`src/periph_pkg.sv`:
```
// --------------------
// Shared definitions for the interrupt and timer block
//   bus widths and region offset width
//   interrupt source numbering and priority width
//   address map of the PLIC and timer regions
//   routing target enum
// --------------------
package periph_pkg;

    // --------------------
    // Bus widths
    localparam int addr_w = 12;
    localparam int data_w = 32;
    localparam int off_w  = 8;    // Offset inside one 0x100 region

    // --------------------
    // Interrupt sources
    localparam int n_ext_irq      = 6;
    localparam int n_timer        = 2;
    localparam int n_src          = n_ext_irq + n_timer;
    localparam int timer_src_base = 7;    // Ids 1..6 are external
    localparam int prio_w         = 3;
    localparam int src_id_w       = 4;    // Id 0 means no source

    // --------------------
    // Address map
    localparam logic [addr_w-1:0] plic_base  = 12'h000;
    localparam logic [addr_w-1:0] timer_base = 12'h100;

    // PLIC offsets
    localparam logic [off_w-1:0] priority_off  = 8'h00;    // Plus 4 * id
    localparam logic [off_w-1:0] pending_off   = 8'h40;    // Read only
    localparam logic [off_w-1:0] enable_off    = 8'h44;
    localparam logic [off_w-1:0] threshold_off = 8'h48;
    localparam logic [off_w-1:0] claim_off     = 8'h4C;    // Read claims, write completes

    // Timer offsets, one stride per channel
    localparam logic [off_w-1:0] timer_stride = 8'h10;
    localparam logic [off_w-1:0] count_off    = 8'h00;
    localparam logic [off_w-1:0] compare_off  = 8'h04;
    localparam logic [off_w-1:0] ctrl_off     = 8'h08;    // Bit 0 is the enable

    typedef enum logic [1:0] {
        target_plic,
        target_timer,
        target_none
    } reg_target_e;

endpackage

```
`src/reg_if.sv`:
```
// --------------------
// Register bus between the router and one peripheral
//   request: valid, write, region offset, write data
//   response: valid, read data, error
// --------------------
interface reg_if;

    logic                          req_valid;
    logic                          write;
    logic [periph_pkg::off_w-1:0]  addr;     // Offset inside the region
    logic [periph_pkg::data_w-1:0] wdata;
    logic                          resp_valid;
    logic [periph_pkg::data_w-1:0] rdata;
    logic                          error;

    modport router (
        output req_valid, write, addr, wdata,
        input  resp_valid, rdata, error
    );

    modport periph (
        input  req_valid, write, addr, wdata,
        output resp_valid, rdata, error
    );

endinterface

```
`src/periph_top.sv`:
```
// --------------------
// Interrupt and timer block top level
//   register router, PLIC core and timer bank
//   interrupt source vector
// --------------------
module periph_top (
    input  logic                             clk_i,
    input  logic                             rst_i,
    input  logic                             req_valid_i,
    input  logic                             req_write_i,
    input  logic [periph_pkg::addr_w-1:0]    req_addr_i,
    input  logic [periph_pkg::data_w-1:0]    req_wdata_i,
    output logic                             req_ready_o,
    output logic                             resp_valid_o,
    output logic [periph_pkg::data_w-1:0]    resp_rdata_o,
    output logic                             resp_error_o,
    input  logic [periph_pkg::n_ext_irq-1:0] ext_irq_i,
    output logic                             irq_o
);

    logic [periph_pkg::n_src-1:0]   irq_src;
    logic [periph_pkg::n_timer-1:0] timer_irq;

    reg_if plic_bus ();
    reg_if timer_bus ();

    // External inputs take the low ids, timers sit above them
    assign irq_src[periph_pkg::n_ext_irq-1:0] = ext_irq_i;
    assign irq_src[periph_pkg::timer_src_base-1 +: periph_pkg::n_timer] = timer_irq;

    reg_router i_router (
        .clk_i        ( clk_i        ),
        .rst_i        ( rst_i        ),
        .req_valid_i  ( req_valid_i  ),
        .req_write_i  ( req_write_i  ),
        .req_addr_i   ( req_addr_i   ),
        .req_wdata_i  ( req_wdata_i  ),
        .req_ready_o  ( req_ready_o  ),
        .resp_valid_o ( resp_valid_o ),
        .resp_rdata_o ( resp_rdata_o ),
        .resp_error_o ( resp_error_o ),
        .plic_o       ( plic_bus     ),
        .timer_o      ( timer_bus    )
    );

    plic_core i_plic (
        .clk_i ( clk_i    ),
        .rst_i ( rst_i    ),
        .bus_i ( plic_bus ),
        .src_i ( irq_src  ),
        .irq_o ( irq_o    )
    );

    timer_bank i_timer (
        .clk_i ( clk_i     ),
        .rst_i ( rst_i     ),
        .bus_i ( timer_bus ),
        .irq_o ( timer_irq )
    );

endmodule

```
`src/plic_core.sv`:
```
// --------------------
// PLIC core with one target
//   priority, enable, threshold and claim/complete registers
//   best pending source search and registered interrupt output
// --------------------
module plic_core (
    input  logic                         clk_i,
    input  logic                         rst_i,
    reg_if.periph                        bus_i,
    input  logic [periph_pkg::n_src-1:0] src_i,
    output logic                         irq_o
);

    logic [periph_pkg::prio_w-1:0]   prio_q [periph_pkg::n_src];
    logic [periph_pkg::n_src-1:0]    enable_q;
    logic [periph_pkg::prio_w-1:0]   threshold_q;
    logic [periph_pkg::n_src-1:0]    pending;
    logic [periph_pkg::src_id_w-1:0] best_id;
    logic [periph_pkg::prio_w-1:0]   best_prio;
    logic                            claim_valid;
    logic                            complete_valid;
    logic [periph_pkg::off_w-1:0]    prio_rel;
    logic [periph_pkg::off_w-3:0]    prio_idx;    // Source id of a priority access
    logic                            prio_hit;
    logic [periph_pkg::data_w-1:0]   rdata;
    logic                            resp_valid_q;
    logic [periph_pkg::data_w-1:0]   rdata_q;

    assign prio_rel = bus_i.addr - periph_pkg::priority_off;
    assign prio_idx = prio_rel[periph_pkg::off_w-1:2];
    assign prio_hit = (prio_rel[1:0] == 2'b00) && (prio_idx != '0) &&
                      (prio_idx <= periph_pkg::n_src);

    assign claim_valid    = bus_i.req_valid && !bus_i.write &&
                            (bus_i.addr == periph_pkg::claim_off);
    assign complete_valid = bus_i.req_valid && bus_i.write &&
                            (bus_i.addr == periph_pkg::claim_off);

    plic_gateway i_gateway (
        .clk_i            ( clk_i                                  ),
        .rst_i            ( rst_i                                  ),
        .src_i            ( src_i                                  ),
        .claim_i          ( best_id                                ),
        .claim_valid_i    ( claim_valid                            ),
        .complete_i       ( bus_i.wdata[periph_pkg::src_id_w-1:0]  ),
        .complete_valid_i ( complete_valid                         ),
        .pending_o        ( pending                                )
    );

    // Strict compare keeps the lowest id on ties, priority 0 never wins
    always_comb begin
        best_id   = '0;
        best_prio = '0;
        for (int i = 0; i < periph_pkg::n_src; i++) begin
            if (pending[i] && enable_q[i] && prio_q[i] > best_prio) begin
                best_id   = periph_pkg::src_id_w'(i + 1);
                best_prio = prio_q[i];
            end
        end
    end

    // --------------------
    // Register writes
    always_ff @(posedge clk_i) begin
        if (rst_i) begin
            for (int i = 0; i < periph_pkg::n_src; i++) begin
                prio_q[i] <= '0;
            end
            enable_q    <= '0;
            threshold_q <= '0;
        end else if (bus_i.req_valid && bus_i.write) begin
            for (int i = 0; i < periph_pkg::n_src; i++) begin
                if (prio_hit && prio_idx == (periph_pkg::off_w - 2)'(i + 1)) begin
                    prio_q[i] <= bus_i.wdata[periph_pkg::prio_w-1:0];
                end
            end
            if (bus_i.addr == periph_pkg::enable_off) begin
                enable_q <= bus_i.wdata[periph_pkg::n_src:1];    // Bit n is id n
            end
            if (bus_i.addr == periph_pkg::threshold_off) begin
                threshold_q <= bus_i.wdata[periph_pkg::prio_w-1:0];
            end
        end
    end

    // --------------------
    // Read mux, pending and enable read back with bit 0 as id 0
    always_comb begin
        rdata = '0;
        for (int i = 0; i < periph_pkg::n_src; i++) begin
            if (prio_hit && prio_idx == (periph_pkg::off_w - 2)'(i + 1)) begin
                rdata = periph_pkg::data_w'(prio_q[i]);
            end
        end
        case (bus_i.addr)
            periph_pkg::pending_off:   rdata = periph_pkg::data_w'({pending, 1'b0});
            periph_pkg::enable_off:    rdata = periph_pkg::data_w'({enable_q, 1'b0});
            periph_pkg::threshold_off: rdata = periph_pkg::data_w'(threshold_q);
            periph_pkg::claim_off:     rdata = periph_pkg::data_w'(best_id);
            default: ;
        endcase
    end

    always_ff @(posedge clk_i) begin
        if (rst_i) begin
            resp_valid_q <= 1'b0;
            irq_o        <= 1'b0;
        end else begin
            resp_valid_q <= bus_i.req_valid;
            irq_o        <= best_prio > threshold_q;
        end
    end

    always_ff @(posedge clk_i) begin
        if (bus_i.req_valid) begin
            rdata_q <= bus_i.write ? '0 : rdata;
        end
    end

    assign bus_i.resp_valid = resp_valid_q;
    assign bus_i.rdata      = rdata_q;
    assign bus_i.error      = 1'b0;

endmodule

```
`src/plic_gateway.sv`:
```
// --------------------
// Level gateways for all interrupt sources
//   one pending and one in-flight bit per source
//   claim and complete by source id
// --------------------
module plic_gateway (
    input  logic                            clk_i,
    input  logic                            rst_i,
    input  logic [periph_pkg::n_src-1:0]    src_i,
    input  logic [periph_pkg::src_id_w-1:0] claim_i,
    input  logic                            claim_valid_i,
    input  logic [periph_pkg::src_id_w-1:0] complete_i,
    input  logic                            complete_valid_i,
    output logic [periph_pkg::n_src-1:0]    pending_o
);

    logic [periph_pkg::n_src-1:0] pending_q;
    logic [periph_pkg::n_src-1:0] inflight_q;

    assign pending_o = pending_q;

    // Bit i belongs to source id i+1
    always_ff @(posedge clk_i) begin
        if (rst_i) begin
            pending_q  <= '0;
            inflight_q <= '0;
        end else begin
            for (int i = 0; i < periph_pkg::n_src; i++) begin
                if (claim_valid_i && claim_i == periph_pkg::src_id_w'(i + 1)) begin
                    pending_q[i]  <= 1'b0;
                    inflight_q[i] <= 1'b1;
                end else begin
                    if (complete_valid_i && complete_i == periph_pkg::src_id_w'(i + 1)) begin
                        inflight_q[i] <= 1'b0;    // Re-arms on the next cycle
                    end
                    if (src_i[i] && !inflight_q[i]) begin
                        pending_q[i] <= 1'b1;
                    end
                end
            end
        end
    end

endmodule

```
`src/reg_router.sv`:
```
// --------------------
// Register router
//   accepts one access at a time from the top-level port
//   forwards it to the PLIC or timer region
//   answers unmapped addresses with an error
// --------------------
module reg_router (
    input  logic                          clk_i,
    input  logic                          rst_i,
    input  logic                          req_valid_i,
    input  logic                          req_write_i,
    input  logic [periph_pkg::addr_w-1:0] req_addr_i,
    input  logic [periph_pkg::data_w-1:0] req_wdata_i,
    output logic                          req_ready_o,
    output logic                          resp_valid_o,
    output logic [periph_pkg::data_w-1:0] resp_rdata_o,
    output logic                          resp_error_o,
    reg_if.router                         plic_o,
    reg_if.router                         timer_o
);

    logic                          accept;
    periph_pkg::reg_target_e       target;
    logic                          fwd_valid_q;
    periph_pkg::reg_target_e       fwd_target_q;
    logic                          fwd_write_q;
    logic [periph_pkg::off_w-1:0]  fwd_addr_q;
    logic [periph_pkg::data_w-1:0] fwd_wdata_q;
    logic                          none_resp_q;    // Error reply for unmapped access

    assign req_ready_o = !fwd_valid_q;
    assign accept      = req_valid_i && req_ready_o;

    // Region decode on the upper address bits
    always_comb begin
        if (req_addr_i[periph_pkg::addr_w-1:periph_pkg::off_w] ==
            periph_pkg::plic_base[periph_pkg::addr_w-1:periph_pkg::off_w]) begin
            target = periph_pkg::target_plic;
        end else if (req_addr_i[periph_pkg::addr_w-1:periph_pkg::off_w] ==
                     periph_pkg::timer_base[periph_pkg::addr_w-1:periph_pkg::off_w]) begin
            target = periph_pkg::target_timer;
        end else begin
            target = periph_pkg::target_none;
        end
    end

    always_ff @(posedge clk_i) begin
        if (rst_i) begin
            fwd_valid_q <= 1'b0;
            none_resp_q <= 1'b0;
        end else begin
            fwd_valid_q <= accept;    // Forward stage lasts one cycle
            none_resp_q <= fwd_valid_q && (fwd_target_q == periph_pkg::target_none);
        end
    end

    always_ff @(posedge clk_i) begin
        if (accept) begin
            fwd_target_q <= target;
            fwd_write_q  <= req_write_i;
            fwd_addr_q   <= req_addr_i[periph_pkg::off_w-1:0];
            fwd_wdata_q  <= req_wdata_i;
        end
    end

    // --------------------
    // Forwarded request
    assign plic_o.req_valid  = fwd_valid_q && (fwd_target_q == periph_pkg::target_plic);
    assign plic_o.write      = fwd_write_q;
    assign plic_o.addr       = fwd_addr_q;
    assign plic_o.wdata      = fwd_wdata_q;
    assign timer_o.req_valid = fwd_valid_q && (fwd_target_q == periph_pkg::target_timer);
    assign timer_o.write     = fwd_write_q;
    assign timer_o.addr      = fwd_addr_q;
    assign timer_o.wdata     = fwd_wdata_q;

    // --------------------
    // Response merge, at most one source is valid
    assign resp_valid_o = plic_o.resp_valid || timer_o.resp_valid || none_resp_q;
    assign resp_error_o = (plic_o.resp_valid && plic_o.error) ||
                          (timer_o.resp_valid && timer_o.error) || none_resp_q;

    always_comb begin
        if (plic_o.resp_valid) begin
            resp_rdata_o = plic_o.rdata;
        end else if (timer_o.resp_valid) begin
            resp_rdata_o = timer_o.rdata;
        end else begin
            resp_rdata_o = '0;    // Also the unmapped reply
        end
    end

endmodule

```
`src/timer_bank.sv`:
```
// --------------------
// Compare timer channels
//   count, compare and control register per channel
//   level interrupt per channel
// --------------------
module timer_bank (
    input  logic                           clk_i,
    input  logic                           rst_i,
    reg_if.periph                          bus_i,
    output logic [periph_pkg::n_timer-1:0] irq_o
);

    logic [periph_pkg::data_w-1:0]  count_q   [periph_pkg::n_timer];
    logic [periph_pkg::data_w-1:0]  compare_q [periph_pkg::n_timer];
    logic [periph_pkg::n_timer-1:0] en_q;
    logic [periph_pkg::n_timer-1:0] wr_sel;
    logic [periph_pkg::off_w-1:0]   chan;
    logic [periph_pkg::off_w-1:0]   reg_off;
    logic [periph_pkg::data_w-1:0]  rdata;
    logic                           resp_valid_q;
    logic [periph_pkg::data_w-1:0]  rdata_q;

    assign chan    = bus_i.addr / periph_pkg::timer_stride;
    assign reg_off = bus_i.addr % periph_pkg::timer_stride;

    always_comb begin
        for (int k = 0; k < periph_pkg::n_timer; k++) begin
            wr_sel[k] = bus_i.req_valid && bus_i.write && (chan == periph_pkg::off_w'(k));
            irq_o[k]  = en_q[k] && (count_q[k] >= compare_q[k]);
        end
    end

    // --------------------
    // Channel registers
    always_ff @(posedge clk_i) begin
        if (rst_i) begin
            for (int k = 0; k < periph_pkg::n_timer; k++) begin
                count_q[k]   <= '0;
                compare_q[k] <= '0;
            end
            en_q <= '0;
        end else begin
            for (int k = 0; k < periph_pkg::n_timer; k++) begin
                if (wr_sel[k] && reg_off == periph_pkg::count_off) begin
                    count_q[k] <= bus_i.wdata;    // Write wins over counting
                end else if (en_q[k]) begin
                    count_q[k] <= count_q[k] + 1'b1;
                end
                if (wr_sel[k] && reg_off == periph_pkg::compare_off) begin
                    compare_q[k] <= bus_i.wdata;
                end
                if (wr_sel[k] && reg_off == periph_pkg::ctrl_off) begin
                    en_q[k] <= bus_i.wdata[0];
                end
            end
        end
    end

    // Holes in the map read as zero
    always_comb begin
        rdata = '0;
        for (int k = 0; k < periph_pkg::n_timer; k++) begin
            if (chan == periph_pkg::off_w'(k)) begin
                case (reg_off)
                    periph_pkg::count_off:   rdata = count_q[k];
                    periph_pkg::compare_off: rdata = compare_q[k];
                    periph_pkg::ctrl_off:    rdata = periph_pkg::data_w'(en_q[k]);
                    default: ;
                endcase
            end
        end
    end

    always_ff @(posedge clk_i) begin
        if (rst_i) begin
            resp_valid_q <= 1'b0;
        end else begin
            resp_valid_q <= bus_i.req_valid;
        end
    end

    always_ff @(posedge clk_i) begin
        if (bus_i.req_valid) begin
            rdata_q <= bus_i.write ? '0 : rdata;
        end
    end

    assign bus_i.resp_valid = resp_valid_q;
    assign bus_i.rdata      = rdata_q;
    assign bus_i.error      = 1'b0;

endmodule
```
`config.mk`:
```
export PLATFORM = sky130hd
export DESIGN_NAME = periph_top
export DESIGN_NICKNAME = d
export VERILOG_FILES = /design/src/periph_pkg.sv /design/src/reg_if.sv /design/src/periph_top.sv /design/src/plic_core.sv /design/src/plic_gateway.sv /design/src/reg_router.sv /design/src/timer_bank.sv
export SDC_FILE = /design/constraint.sdc
export NUM_CORES = 1
export LEC_CHECK = 0
export ABC_AREA = 1
export BUFFER_PORTS_ARGS = -buffer_cell sky130_fd_sc_hd__buf_2
export CAP_MARGIN = 20
export CORE_MARGIN = 3
export CORE_UTILIZATION = 40
export CTS_CLUSTER_SIZE = 12
export DETAILED_ROUTE_END_ITERATION = 10
export GPL_TIMING_DRIVEN = 0
export PLACE_DENSITY_LB_ADDON = 0.12
export SLEW_MARGIN = 0
export SYNTH_ARGS = -nofsm -noshare
export SYNTH_HDL_FRONTEND = slang
export SYNTH_SLANG_ARGS = --single-unit
```
`constraint.sdc`:
```
create_clock -name clk_i -period 10.5 [get_ports clk_i]
set_input_delay 1.05 -clock clk_i [delete_from_list [all_inputs] [get_ports clk_i]]
set_output_delay 1.05 -clock clk_i [all_outputs]
set_load 0.005 [all_outputs]
```
==> impl_metrics.env, run 1 <==
export IMPL_viasPerCell=5.329
export IMPL_min_period_over_period_pct=90.48
export IMPL_final_fill_count=3725
export IMPL_cp_end_kind="flop"
export IMPL_synth_edf_count=236
export IMPL_clk_path_buf_depth=3
export IMPL_use_met3_pct=4.526
export IMPL_die_w_um=201.8
export IMPL_ir_drop_uv=111.1
export IMPL_cts_reportedPaths_clkPinSlew_ns=0.06
export IMPL_dp_final_hpwl_mm=37.60
export IMPL_yosys_top_cells_area="edfxtp_1 46%, nand2_1 8.2%, ha_1 6.8%"
export IMPL_p_per_area_nw_per_um2=136.2
export IMPL_synth_xor_area_share_pct=2.169
export IMPL_r2r_start="i_plic.i_gateway.pending_o[0]"
export IMPL_cp_required_ns=10.93
export IMPL_cts_tree="done"
export IMPL_muxShareOfSynthArea_pct=0
export IMPL_ys_async_sr_fraction_pct=0
export IMPL_yosys_cell_types_count=54
export IMPL_drt_total_wl_mm=49.59
export IMPL_holdCritPathClass="reg2reg"
export IMPL_path_max_fanout=10
export IMPL_cp_slowest_cell="nor4_1"
export IMPL_initial_core_util_pct=40.63
export IMPL_cts_made_buffers=30
export IMPL_dominantRegCellSynth="edfxtp_1"
export IMPL_overflow=0
export IMPL_first_global_vias=12380
export IMPL_synth_top_cell_by_area="edfxtp_1"
export IMPL_maxSlewHeadroom_pct=24.26
export IMPL_syn_avg_cell_area_um2=8.827
export IMPL_criticalPathCategory="reg2reg"
export IMPL_min_path_cells=2
export IMPL_grt_use_total_pct=23.85
export IMPL_whs_ns=0.4938
export IMPL_n_antenna_cell=0
export IMPL_htree_levels=1
export IMPL_regArea_um2=7767
export IMPL_cp_start_kind="flop"
export IMPL_synth_adder_area_share_pct=6.769
export IMPL_reg2reg_slack_ns=1.0
export IMPL_clockRootBuffer="clkbuf_16"
export IMPL_wire_per_inst_um=20.65
export IMPL_final_nets=2005
export IMPL_synth_warnings=0
export IMPL_synth_area_um2=15340
export IMPL_met2_usage_pct=36.39
export IMPL_max_stage_delay_ns=0.49
export IMPL_drive_above_1_share_pct=11.43
export IMPL_final_cell_mix="336 x nand2_1, 251 x inv_1, 236 x edfxtp_1"
export IMPL_vias=12800
export IMPL_synth_top_family_by_area="simple AND/OR/NAND/NOR gates"
export IMPL_rows=71
export IMPL_min_to="i_plic.i_gateway.inflight_q[5]"
export IMPL_drc=0
export IMPL_layout_commonest_cell="nand2_1"
export IMPL_fmax_mhz=105.3
export IMPL_die_area_um2=40740
export IMPL_rr_endpoint="i_plic.i_gateway.pending_o[1]"
export IMPL_finalHoldViolations=0
export IMPL_place_inst=2347
export IMPL_antenna_left=0
export IMPL_portBuffers=88
export IMPL_reg2regPathDepth=55
export IMPL_tightest_slew_ns=1.136
export IMPL_ioPinCount=90
export IMPL_synth_top_cell_area_share_pct=46.20
export IMPL_syn_num_nets=1875
export IMPL_fin_skew_ns=0.01201
export IMPL_netlist_instances=1738
export IMPL_grt_max_degree=32
export IMPL_gp_congestion=0.9346
export IMPL_coreArea_um2=37760
export IMPL_rsz0062_at_grt="no"
export IMPL_grt_busiest_layer="met2"
export IMPL_tns_ns=0
export IMPL_met1_usage_pct=34.82
export IMPL_ys_ff_latch=270
export IMPL_synth_simple_area_share_pct=20.62
export IMPL_p_leak_nw=6.974
export IMPL_clock_latency_ns=0.57
export IMPL_syn_to_final_growth_pct=14.40
export IMPL_grt_pass1_wl_mm=74.35
export IMPL_drt_iter0_drc=1252
export IMPL_finalMaxSlewViolations=0
export IMPL_die_h_um=201.8
export IMPL_outcome="finished, final reports clean"
export IMPL_final_cells=2401
export IMPL_setup_violations=0
export IMPL_multi_input_area_um2=6415
export IMPL_maxCapViolCount=0
export IMPL_dr_pass1_iters=7
export IMPL_hold_start="i_plic.i_gateway.inflight_q[5]"
export IMPL_synth_compound_area_share_pct=11.99
export IMPL_min_period_ns=9.501
export IMPL_antenna_found_initial=0
export IMPL_worstPathArrival_ns=9.94
export IMPL_seq_area_frac_synth_pct=50.63
export IMPL_startpoint="i_plic.i_gateway.pending_o[0]"
export IMPL_clkSinkCount=270
==> worst max-delay path by stage <==
stage                                          to  slack (ns)  cells past startpoint
global route        i_plic.i_gateway.pending_o[1]        0.12                     56
detailed placement  i_plic.i_gateway.pending_o[1]        1.01                     55
finish              i_plic.i_gateway.pending_o[1]         1.0                     55
global placement         i_timer.compare_q[0][47]        0.04                      5
floorplan                            i_plic.irq_o        2.56                     58
CTS                 i_plic.i_gateway.pending_o[1]        0.92                     55
==> cells in the mapped netlist (3+ instances only) <==
master     count
dfxtp_1       34
o2111ai_1      4
nand2_2       12
inv_2          7
o22ai_1       16
nor2_1       200
a21o_1         3
edfxtp_1     236
o31ai_1        9
nand2_4        6
a21oi_2        4
xor2_1        34
o211ai_1       3
nand4_1       20
nor3_2        10
o221a_2        3
or3_1          3
nand3_1       75
a221oi_1       6
xnor2_1        4
a32o_1         3
nor4_1         9
buf_1          4
o32ai_1        4
nor2_2         5
o21ai_1        4
nor3_1        20
inv_1        251
a31oi_1       35
nand3_2       11
a211oi_1       9
a21oi_1       95
o21ai_0      103
nand2_1      337
ha_1          83
clkbuf_1      50
==> flip-flops by register name, summed over array words and instances, names as in the netlist <==
name / flops
i_plic.bus_i.rdata: 9
i_plic.bus_i.resp_valid: 1
i_plic.enable_q: 8
i_plic.i_gateway.inflight_q: 8
i_plic.i_gateway.pending_o: 8
i_plic.irq_o: 1
i_plic.prio_q: 24
i_plic.threshold_q: 3
i_router.fwd_target_q: 2
i_router.fwd_valid_q: 1
i_router.none_resp_q: 1
i_router.plic_o.addr: 8
i_router.plic_o.wdata: 32
i_router.plic_o.write: 1
i_timer.bus_i.rdata: 32
i_timer.bus_i.resp_valid: 1
i_timer.compare_q: 64
i_timer.count_q: 64
i_timer.en_q: 2
==> metal layers <==
| layer | part of all wire (%) | vias to the layer above | routed length [µm] |
|---|---|---|---|
| li1 | - | 6168 | - |
| met1 | 46 | 6133 | 23020 |
| met2 | 43 | 423 | 21570 |
| met3 | 7.4 | 72 | 3687 |
| met4 | 2.6 | 0 | 1313 |
| met5 | 0 | - | 0 |
==> kinds of logic after synthesis <==
group / Yosys count
buffers and inverters: 317
AO/OA/AOI/OAI: 314
AND/OR/NAND/NOR: 716
XOR/XNOR: 38
adder cells (fa/ha/maj): 83
flip-flops: 270
==> per-stage QoR <==
stage / power, mW / setup WS, ns / util, % / cell area, µm²
floorplan: 1.329 / 2.556 / - / 15340
global placement: 1.393 / 0.03725 / 43.49 / 16420
detailed placement: 1.401 / 1.009 / 44.05 / 16630
CTS: 2.405 / 0.9220 / 46.49 / 17550
global route: 2.470 / 0.1212 / 46.49 / 17550
finish: 2.390 / 0.9993 / 46.49 / 17550
==> report_power, final <==
group	leakage [nW]	switching (mW)	internal, mW
Sequential	2.56	0.0346	1.20
Clock	0.455	0.440	0.570
Combinational	3.96	0.0973	0.0477
==> final cells by class <==
type	instances	share of cell area, %
multi-input cells	1151	36.55
inverters	261	5.589
plain buffers	56	1.248
clock inverters	17	0.5846
flip-flops and latches	270	44.26
clock buffers	37	4.662
repair buffers	98	3.465
well taps	511	3.643
==> worst max-delay path, delay by kind of cell, from the launching register on <==
kind,cells,cell delay (ns)
AOI/OAI and AO/OA,10,2.30
adders and majority gates,7,2.15
buffers and inverters,10,1.19
DFF,1,0.39
and+or+nand+nor,28,3.33
==> timing repair <==
action,CTS,global route
endpoints found under the setup margin,0,1
setup buffers,0,0
gates resized for setup,0,1
hold buffers,0,0
Power figures use the tool's default switching activity.
==> inputs of run 2 (changes only) <==
Settings changed: CORE_UTILIZATION 40 to 55, RECOVER_POWER set to 25.
==> impl_metrics.env, run 2 (synthesized netlist as in run 1, its figures left out) <==
export IMPL_outcome="finished, violations left"
export IMPL_violations="max-capacitance violations, max-slew violations"
export IMPL_grt_max_degree=33
export IMPL_initial_core_util_pct=56.45
export IMPL_reg_top3="i_timer.compare_q (64), i_timer.count_q (64)"
export IMPL_p_per_area_nw_per_um2=139.6
export IMPL_cts_resized=0
export IMPL_drt_iter0_drc=1466
export IMPL_maxCapViolCount=2
export IMPL_finalMaxSlewViolations=36
export IMPL_syn_to_final_growth_pct=13.32
export IMPL_fin_skew_ns=0.01609
export IMPL_drive_above_1_share_pct=11.21
export IMPL_cp_end_kind="flop"
export IMPL_antenna_left=0
export IMPL_path_max_fanout=10
export IMPL_final_nets=2005
export IMPL_viasPerCell=5.819
export IMPL_vias=13180
export IMPL_criticalPathCategory="reg2reg"
export IMPL_holdCritPathClass="reg2reg"
export IMPL_antenna_found_initial=0
export IMPL_portBuffers=88
export IMPL_maxSlewHeadroom_pct=-69.38
export IMPL_first_global_vias=12410
export IMPL_tns_ns=0
export IMPL_clockRootBuffer="clkbuf_16"
export IMPL_worstPathArrival_ns=9.80
export IMPL_fmax_mhz=106.6
export IMPL_clk_path_buf_depth=3
export IMPL_grt_use_total_pct=30.57
export IMPL_cts_reportedPaths_clkPinSlew_ns=0.06
export IMPL_clkSinkCount=270
export IMPL_min_period_over_period_pct=89.38
export IMPL_coreArea_um2=27180
export IMPL_cp_start_kind="flop"
export IMPL_rows=60
export IMPL_clkPwrFrac_pct=43.2
export IMPL_drc=0
export IMPL_cts_made_buffers=30
export IMPL_place_inst=2207
export IMPL_grt_pass1_wl_mm=71.04
export IMPL_die_h_um=173.0
export IMPL_rsz0062_at_grt="no"
export IMPL_cts_hold_buf=0
export IMPL_place_area_um2=16440
export IMPL_setup_violations=0
export IMPL_die_w_um=173.0
export IMPL_clock_latency_ns=0.57
export IMPL_die_area_um2=29930
export IMPL_final_cell_mix="336 x nand2_1, 251 x inv_1, 236 x edfxtp_1"
export IMPL_finalHoldViolations=0
export IMPL_htree_levels=1
export IMPL_min_path_cells=1
export IMPL_wire_per_inst_um=20.63
export IMPL_dr_pass1_iters=6
export IMPL_n_antenna_cell=0
export IMPL_rr_endpoint="i_plic.irq_o"
export IMPL_ir_drop_uv=129.1
export IMPL_cp_slowest_cell="o21ai_0"
export IMPL_overflow=0
export IMPL_reg2reg_slack_ns=1.12
export IMPL_seqPwrFrac_pct=50.9
export IMPL_p_total_mw=2.427
export IMPL_tightest_slew_ns=2.531
export IMPL_hold_start="i_router.fwd_valid_q"
export IMPL_utilization_pct=63.97
export IMPL_final_cells=2264
export IMPL_post_cts_buffers=0
export IMPL_p_int_mw=1.865
export IMPL_layout_commonest_cell="nand2_1"
export IMPL_power_switching_mw=0.5612
export IMPL_cts_tree="done"
export IMPL_stdcell_area_um2=17380
export IMPL_reg2regPathDepth=56
export IMPL_max_stage_delay_ns=0.41
export IMPL_r2r_start="i_plic.i_gateway.pending_o[0]"
export IMPL_gp_congestion=0.9447
export IMPL_min_period_ns=9.385
export IMPL_min_to="i_router.fwd_valid_q"
export IMPL_p_sw_share_pct=23.13
export IMPL_drt_total_wl_mm=46.71
export IMPL_dp_final_hpwl_mm=34.96
export IMPL_cp_required_ns=10.92
export IMPL_p_leak_nw=6.976
export IMPL_ioPinCount=90
export IMPL_crit_top_cell="ha_1"
export IMPL_power_frac_comb_pct=5.9
[run 2: cell count changes in the layout (fill, tap and decap cells not counted), moves of 2 or more]
cell	previous run	this run
clkbuf_1	54	61
buf_6	5	2
clkinv_1	10	7
bufinv_16	1	3
nor3_1	18	20
nor3_2	12	10
[run 2: critical path: cells and delay by family (launching register included)]
| family | cells | cell delay [ns] |
|---|---|---|
| buffers and inverters | 9 | 1.11 |
| adder cells (fa/ha/maj) | 8 | 2.46 |
| AND/OR/NAND/NOR | 26 | 2.54 |
| AO/OA/AOI/OAI | 13 | 2.76 |
| flip-flops | 1 | 0.38 |
[run 2: stage by stage]
stage	worst slack [ns]	hold slack [ns]
after detailed placement	1.148	0.4743
after CTS	1.109	0.4824
after global routing	0.01529	0.5109
final	1.115	0.4683
after global placement	0.4483	0.4620
after floorplan	2.556	0.4392
[run 2: area by class of cell]
cell class	count	area [µm²]
Tap cell	372	465.4
Fill cell	2369	9792
Clock inverter	16	160.2
Clock buffer	40	818.3
Timing Repair Buffer	98	569.3
Sequential cell	270	7767
Inverter	261	980.9
Multi-Input combinational cell	1151	6404
Buffer	56	219.0
[run 2: metal layers]
| layer | track usage [%] | up-vias | wire, µm |
|---|---|---|---|
| met5 | 0 | - | 0 |
| met4 | 8.176 | 0 | 1237 |
| met3 | 7.422 | 84 | 5171 |
| met2 | 46.58 | 737 | 20000 |
| met1 | 44.03 | 6189 | 20300 |
| li1 | - | 6165 | - |
[run 2: power groups by stage]
stage	Combinational, mW	Clock, mW	Sequential [mW]
2_1_floorplan	0.0859	0	1.24
3_3_place_gp	0.130	0	1.26
3_5_place_dp	0.142	0	1.26
4_1_cts	0.143	1.05	1.23
5_1_grt	0.159	1.10	1.24
6_report	0.143	1.05	1.24
[run 2: how the worst max path moves through the flow]
stage	cells past startpoint	slack (ns)	to	startpoint
6_report	56	1.12	i_plic.irq_o	i_plic.i_gateway.pending_o[0]
5_1_grt	56	0.02	i_plic.irq_o	i_plic.i_gateway.pending_o[0]
4_1_cts	55	1.11	i_plic.i_gateway.pending_o[1]	i_plic.i_gateway.pending_o[0]
3_5_place_dp	55	1.15	i_plic.i_gateway.pending_o[1]	i_plic.i_gateway.pending_o[0]
3_3_place_gp	5	0.45	i_timer.compare_q[0][47]	i_router.fwd_target_q[1]
2_1_floorplan	58	2.56	i_plic.irq_o	i_plic.prio_q[0][1]
==> inputs of run 3 (changes only) <==
Settings changed: CAP_MARGIN 20 to unset, CORE_UTILIZATION 55 to 25.
==> impl_metrics.env, run 3 (synthesized netlist as in run 1, its figures left out) <==
export IMPL_finalHoldViolations=0
export IMPL_min_period_over_period_pct=89.58
export IMPL_outcome="finished, violations left"
export IMPL_grt_busiest_layer="met2"
export IMPL_cp_start_kind="flop"
export IMPL_reg_top3="i_timer.compare_q (64), i_timer.count_q (64)"
export IMPL_n_antenna_cell=0
export IMPL_vias=12660
export IMPL_met1_usage_pct=24.03
export IMPL_initial_core_util_pct=25.32
export IMPL_crit_top_cell="ha_1"
export IMPL_post_cts_buffers=0
export IMPL_regArea_um2=7767
export IMPL_first_global_vias=12740
export IMPL_cts_hold_buf=0
export IMPL_power_switching_mw=0.6279
export IMPL_stdcell_area_um2=18030
export IMPL_clkSinkCount=270
export IMPL_fin_skew_ns=0.02520
export IMPL_die_area_um2=64370
export IMPL_drive_above_1_share_pct=11.38
export IMPL_violations="max-capacitance violations, max-slew violations"
export IMPL_die_h_um=253.7
export IMPL_drt_iter0_drc=888
export IMPL_clk_path_buf_depth=3
export IMPL_gp_congestion=0.8646
export IMPL_cts_resized=0
export IMPL_use_met3_pct=2.364
export IMPL_seqPwrFrac_pct=47.7
export IMPL_layout_commonest_cell="nand2_1"
export IMPL_p_per_area_nw_per_um2=143.8
export IMPL_met2_usage_pct=29.59
export IMPL_cp_required_ns=10.94
export IMPL_htree_levels=2
export IMPL_syn_to_final_growth_pct=17.50
export IMPL_place_area_um2=16980
export IMPL_holdCritPathClass="reg2reg"
export IMPL_worstPathArrival_ns=9.84
export IMPL_rows=90
export IMPL_clockRootBuffer="clkbuf_16"
export IMPL_antenna_left=0
export IMPL_maxSlewHeadroom_pct=-38.32
export IMPL_reg2reg_slack_ns=1.09
export IMPL_cts_tree="done"
export IMPL_rsz0062_at_grt="no"
export IMPL_portBuffers=88
export IMPL_tightest_slew_ns=2.067
export IMPL_max_stage_delay_ns=0.42
export IMPL_dr_pass1_iters=5
export IMPL_fmax_mhz=106.3
export IMPL_multi_input_area_um2=6400
export IMPL_finalMaxSlewViolations=46
export IMPL_viasPerCell=4.722
export IMPL_power_frac_comb_pct=5.7
export IMPL_final_cell_mix="336 x nand2_1, 251 x inv_1, 236 x edfxtp_1"
export IMPL_utilization_pct=29.75
export IMPL_tns_ns=0
export IMPL_final_nets=2010
export IMPL_maxCapViolCount=2
export IMPL_grt_pass1_wl_mm=83.31
export IMPL_criticalPathCategory="reg2reg"
export IMPL_p_total_mw=2.592
export IMPL_p_int_mw=1.964
export IMPL_ioPinCount=90
export IMPL_p_leak_nw=7.035
export IMPL_drc=0
export IMPL_overflow=0
export IMPL_dp_final_hpwl_mm=43.32
export IMPL_grt_use_total_pct=17.61
export IMPL_cp_end_kind="flop"
export IMPL_coreArea_um2=60580
export IMPL_wire_per_inst_um=21.04
export IMPL_cts_made_buffers=35
export IMPL_cp_slowest_cell="o21ai_0"
export IMPL_min_period_ns=9.406
export IMPL_setup_violations=0
export IMPL_clkPwrFrac_pct=46.6
export IMPL_p_sw_share_pct=24.23
export IMPL_path_max_fanout=10
export IMPL_clock_latency_ns=0.55
export IMPL_antenna_found_initial=0
export IMPL_ir_drop_uv=103.7
export IMPL_cts_reportedPaths_clkPinSlew_ns=0.06
export IMPL_grt_max_degree=29
export IMPL_drt_total_wl_mm=56.38
export IMPL_final_fill_count=6529
export IMPL_die_w_um=253.7
==> run 3: changes by cell type in the layout (fill, tap and decap cells not counted), sizes merged <==
| cell | delta |
|---|---|
| clkbuf | +6 |
| clkinv | +1 |
| buf | -3 |
| clkinvlp | +1 |
| inv | +1 |
==> run 3: critical path, delay by kind of cell, from the launching register on <==
kind,cells,cell delay [ns]
AOI/OAI and AO/OA,13,2.83
buffers and inverters,9,1.11
adders and majority gates,8,2.46
and+or+nand+nor,26,2.48
DFF,1,0.39
==> run 3: layout make-up <==
type | count | share of cell area (%)
buffer | 56 | 1.215
clock buffer | 43 | 5.261
inverter | 261 | 5.442
multi-input combinational | 1151 | 35.50
sequential | 270 | 43.09
clock inverter | 19 | 0.9718
timing repair buffer | 98 | 3.089
tap | 782 | 5.428
==> run 3: worst paths after layout <==
path,from,to,depth (start not counted)
worst max-delay path,i_plic.i_gateway.pending_o[0],i_plic.irq_o,56
worst min-delay path,i_router.fwd_valid_q,i_router.fwd_valid_q,1
worst max register to register,i_plic.i_gateway.pending_o[0],i_plic.irq_o,56
worst min register to register,i_router.fwd_valid_q,i_router.fwd_valid_q,1
==> run 3: layer usage <==
layer  routed length, µm  vias up
li1                    -     6182
met1               26150     6146
met2               26780      265
met3                2288       62
met4                1154        0
met5                   0        -
==> run 3: per-stage QoR <==
stage                     std cells  hold slack [ns]  setup WS, ns
final                          2680           0.4717         1.094
after global routing           2680           0.5139        0.1381
after CTS                      2680           0.4926        0.9980
after detailed placement       2618           0.4849         1.044
after global placement         2608           0.4613        -1.091
after floorplan                1738           0.4392         2.556
==> run 3: power groups by stage <==
stage | Combinational, mW | Clock (mW) | Sequential (mW)
after floorplan | 0.0859 | 0 | 1.24
after global placement | 0.141 | 0 | 1.26
after detailed placement | 0.150 | 0 | 1.26
after CTS | 0.151 | 1.24 | 1.24
after global routing | 0.165 | 1.29 | 1.24
final | 0.147 | 1.21 | 1.24
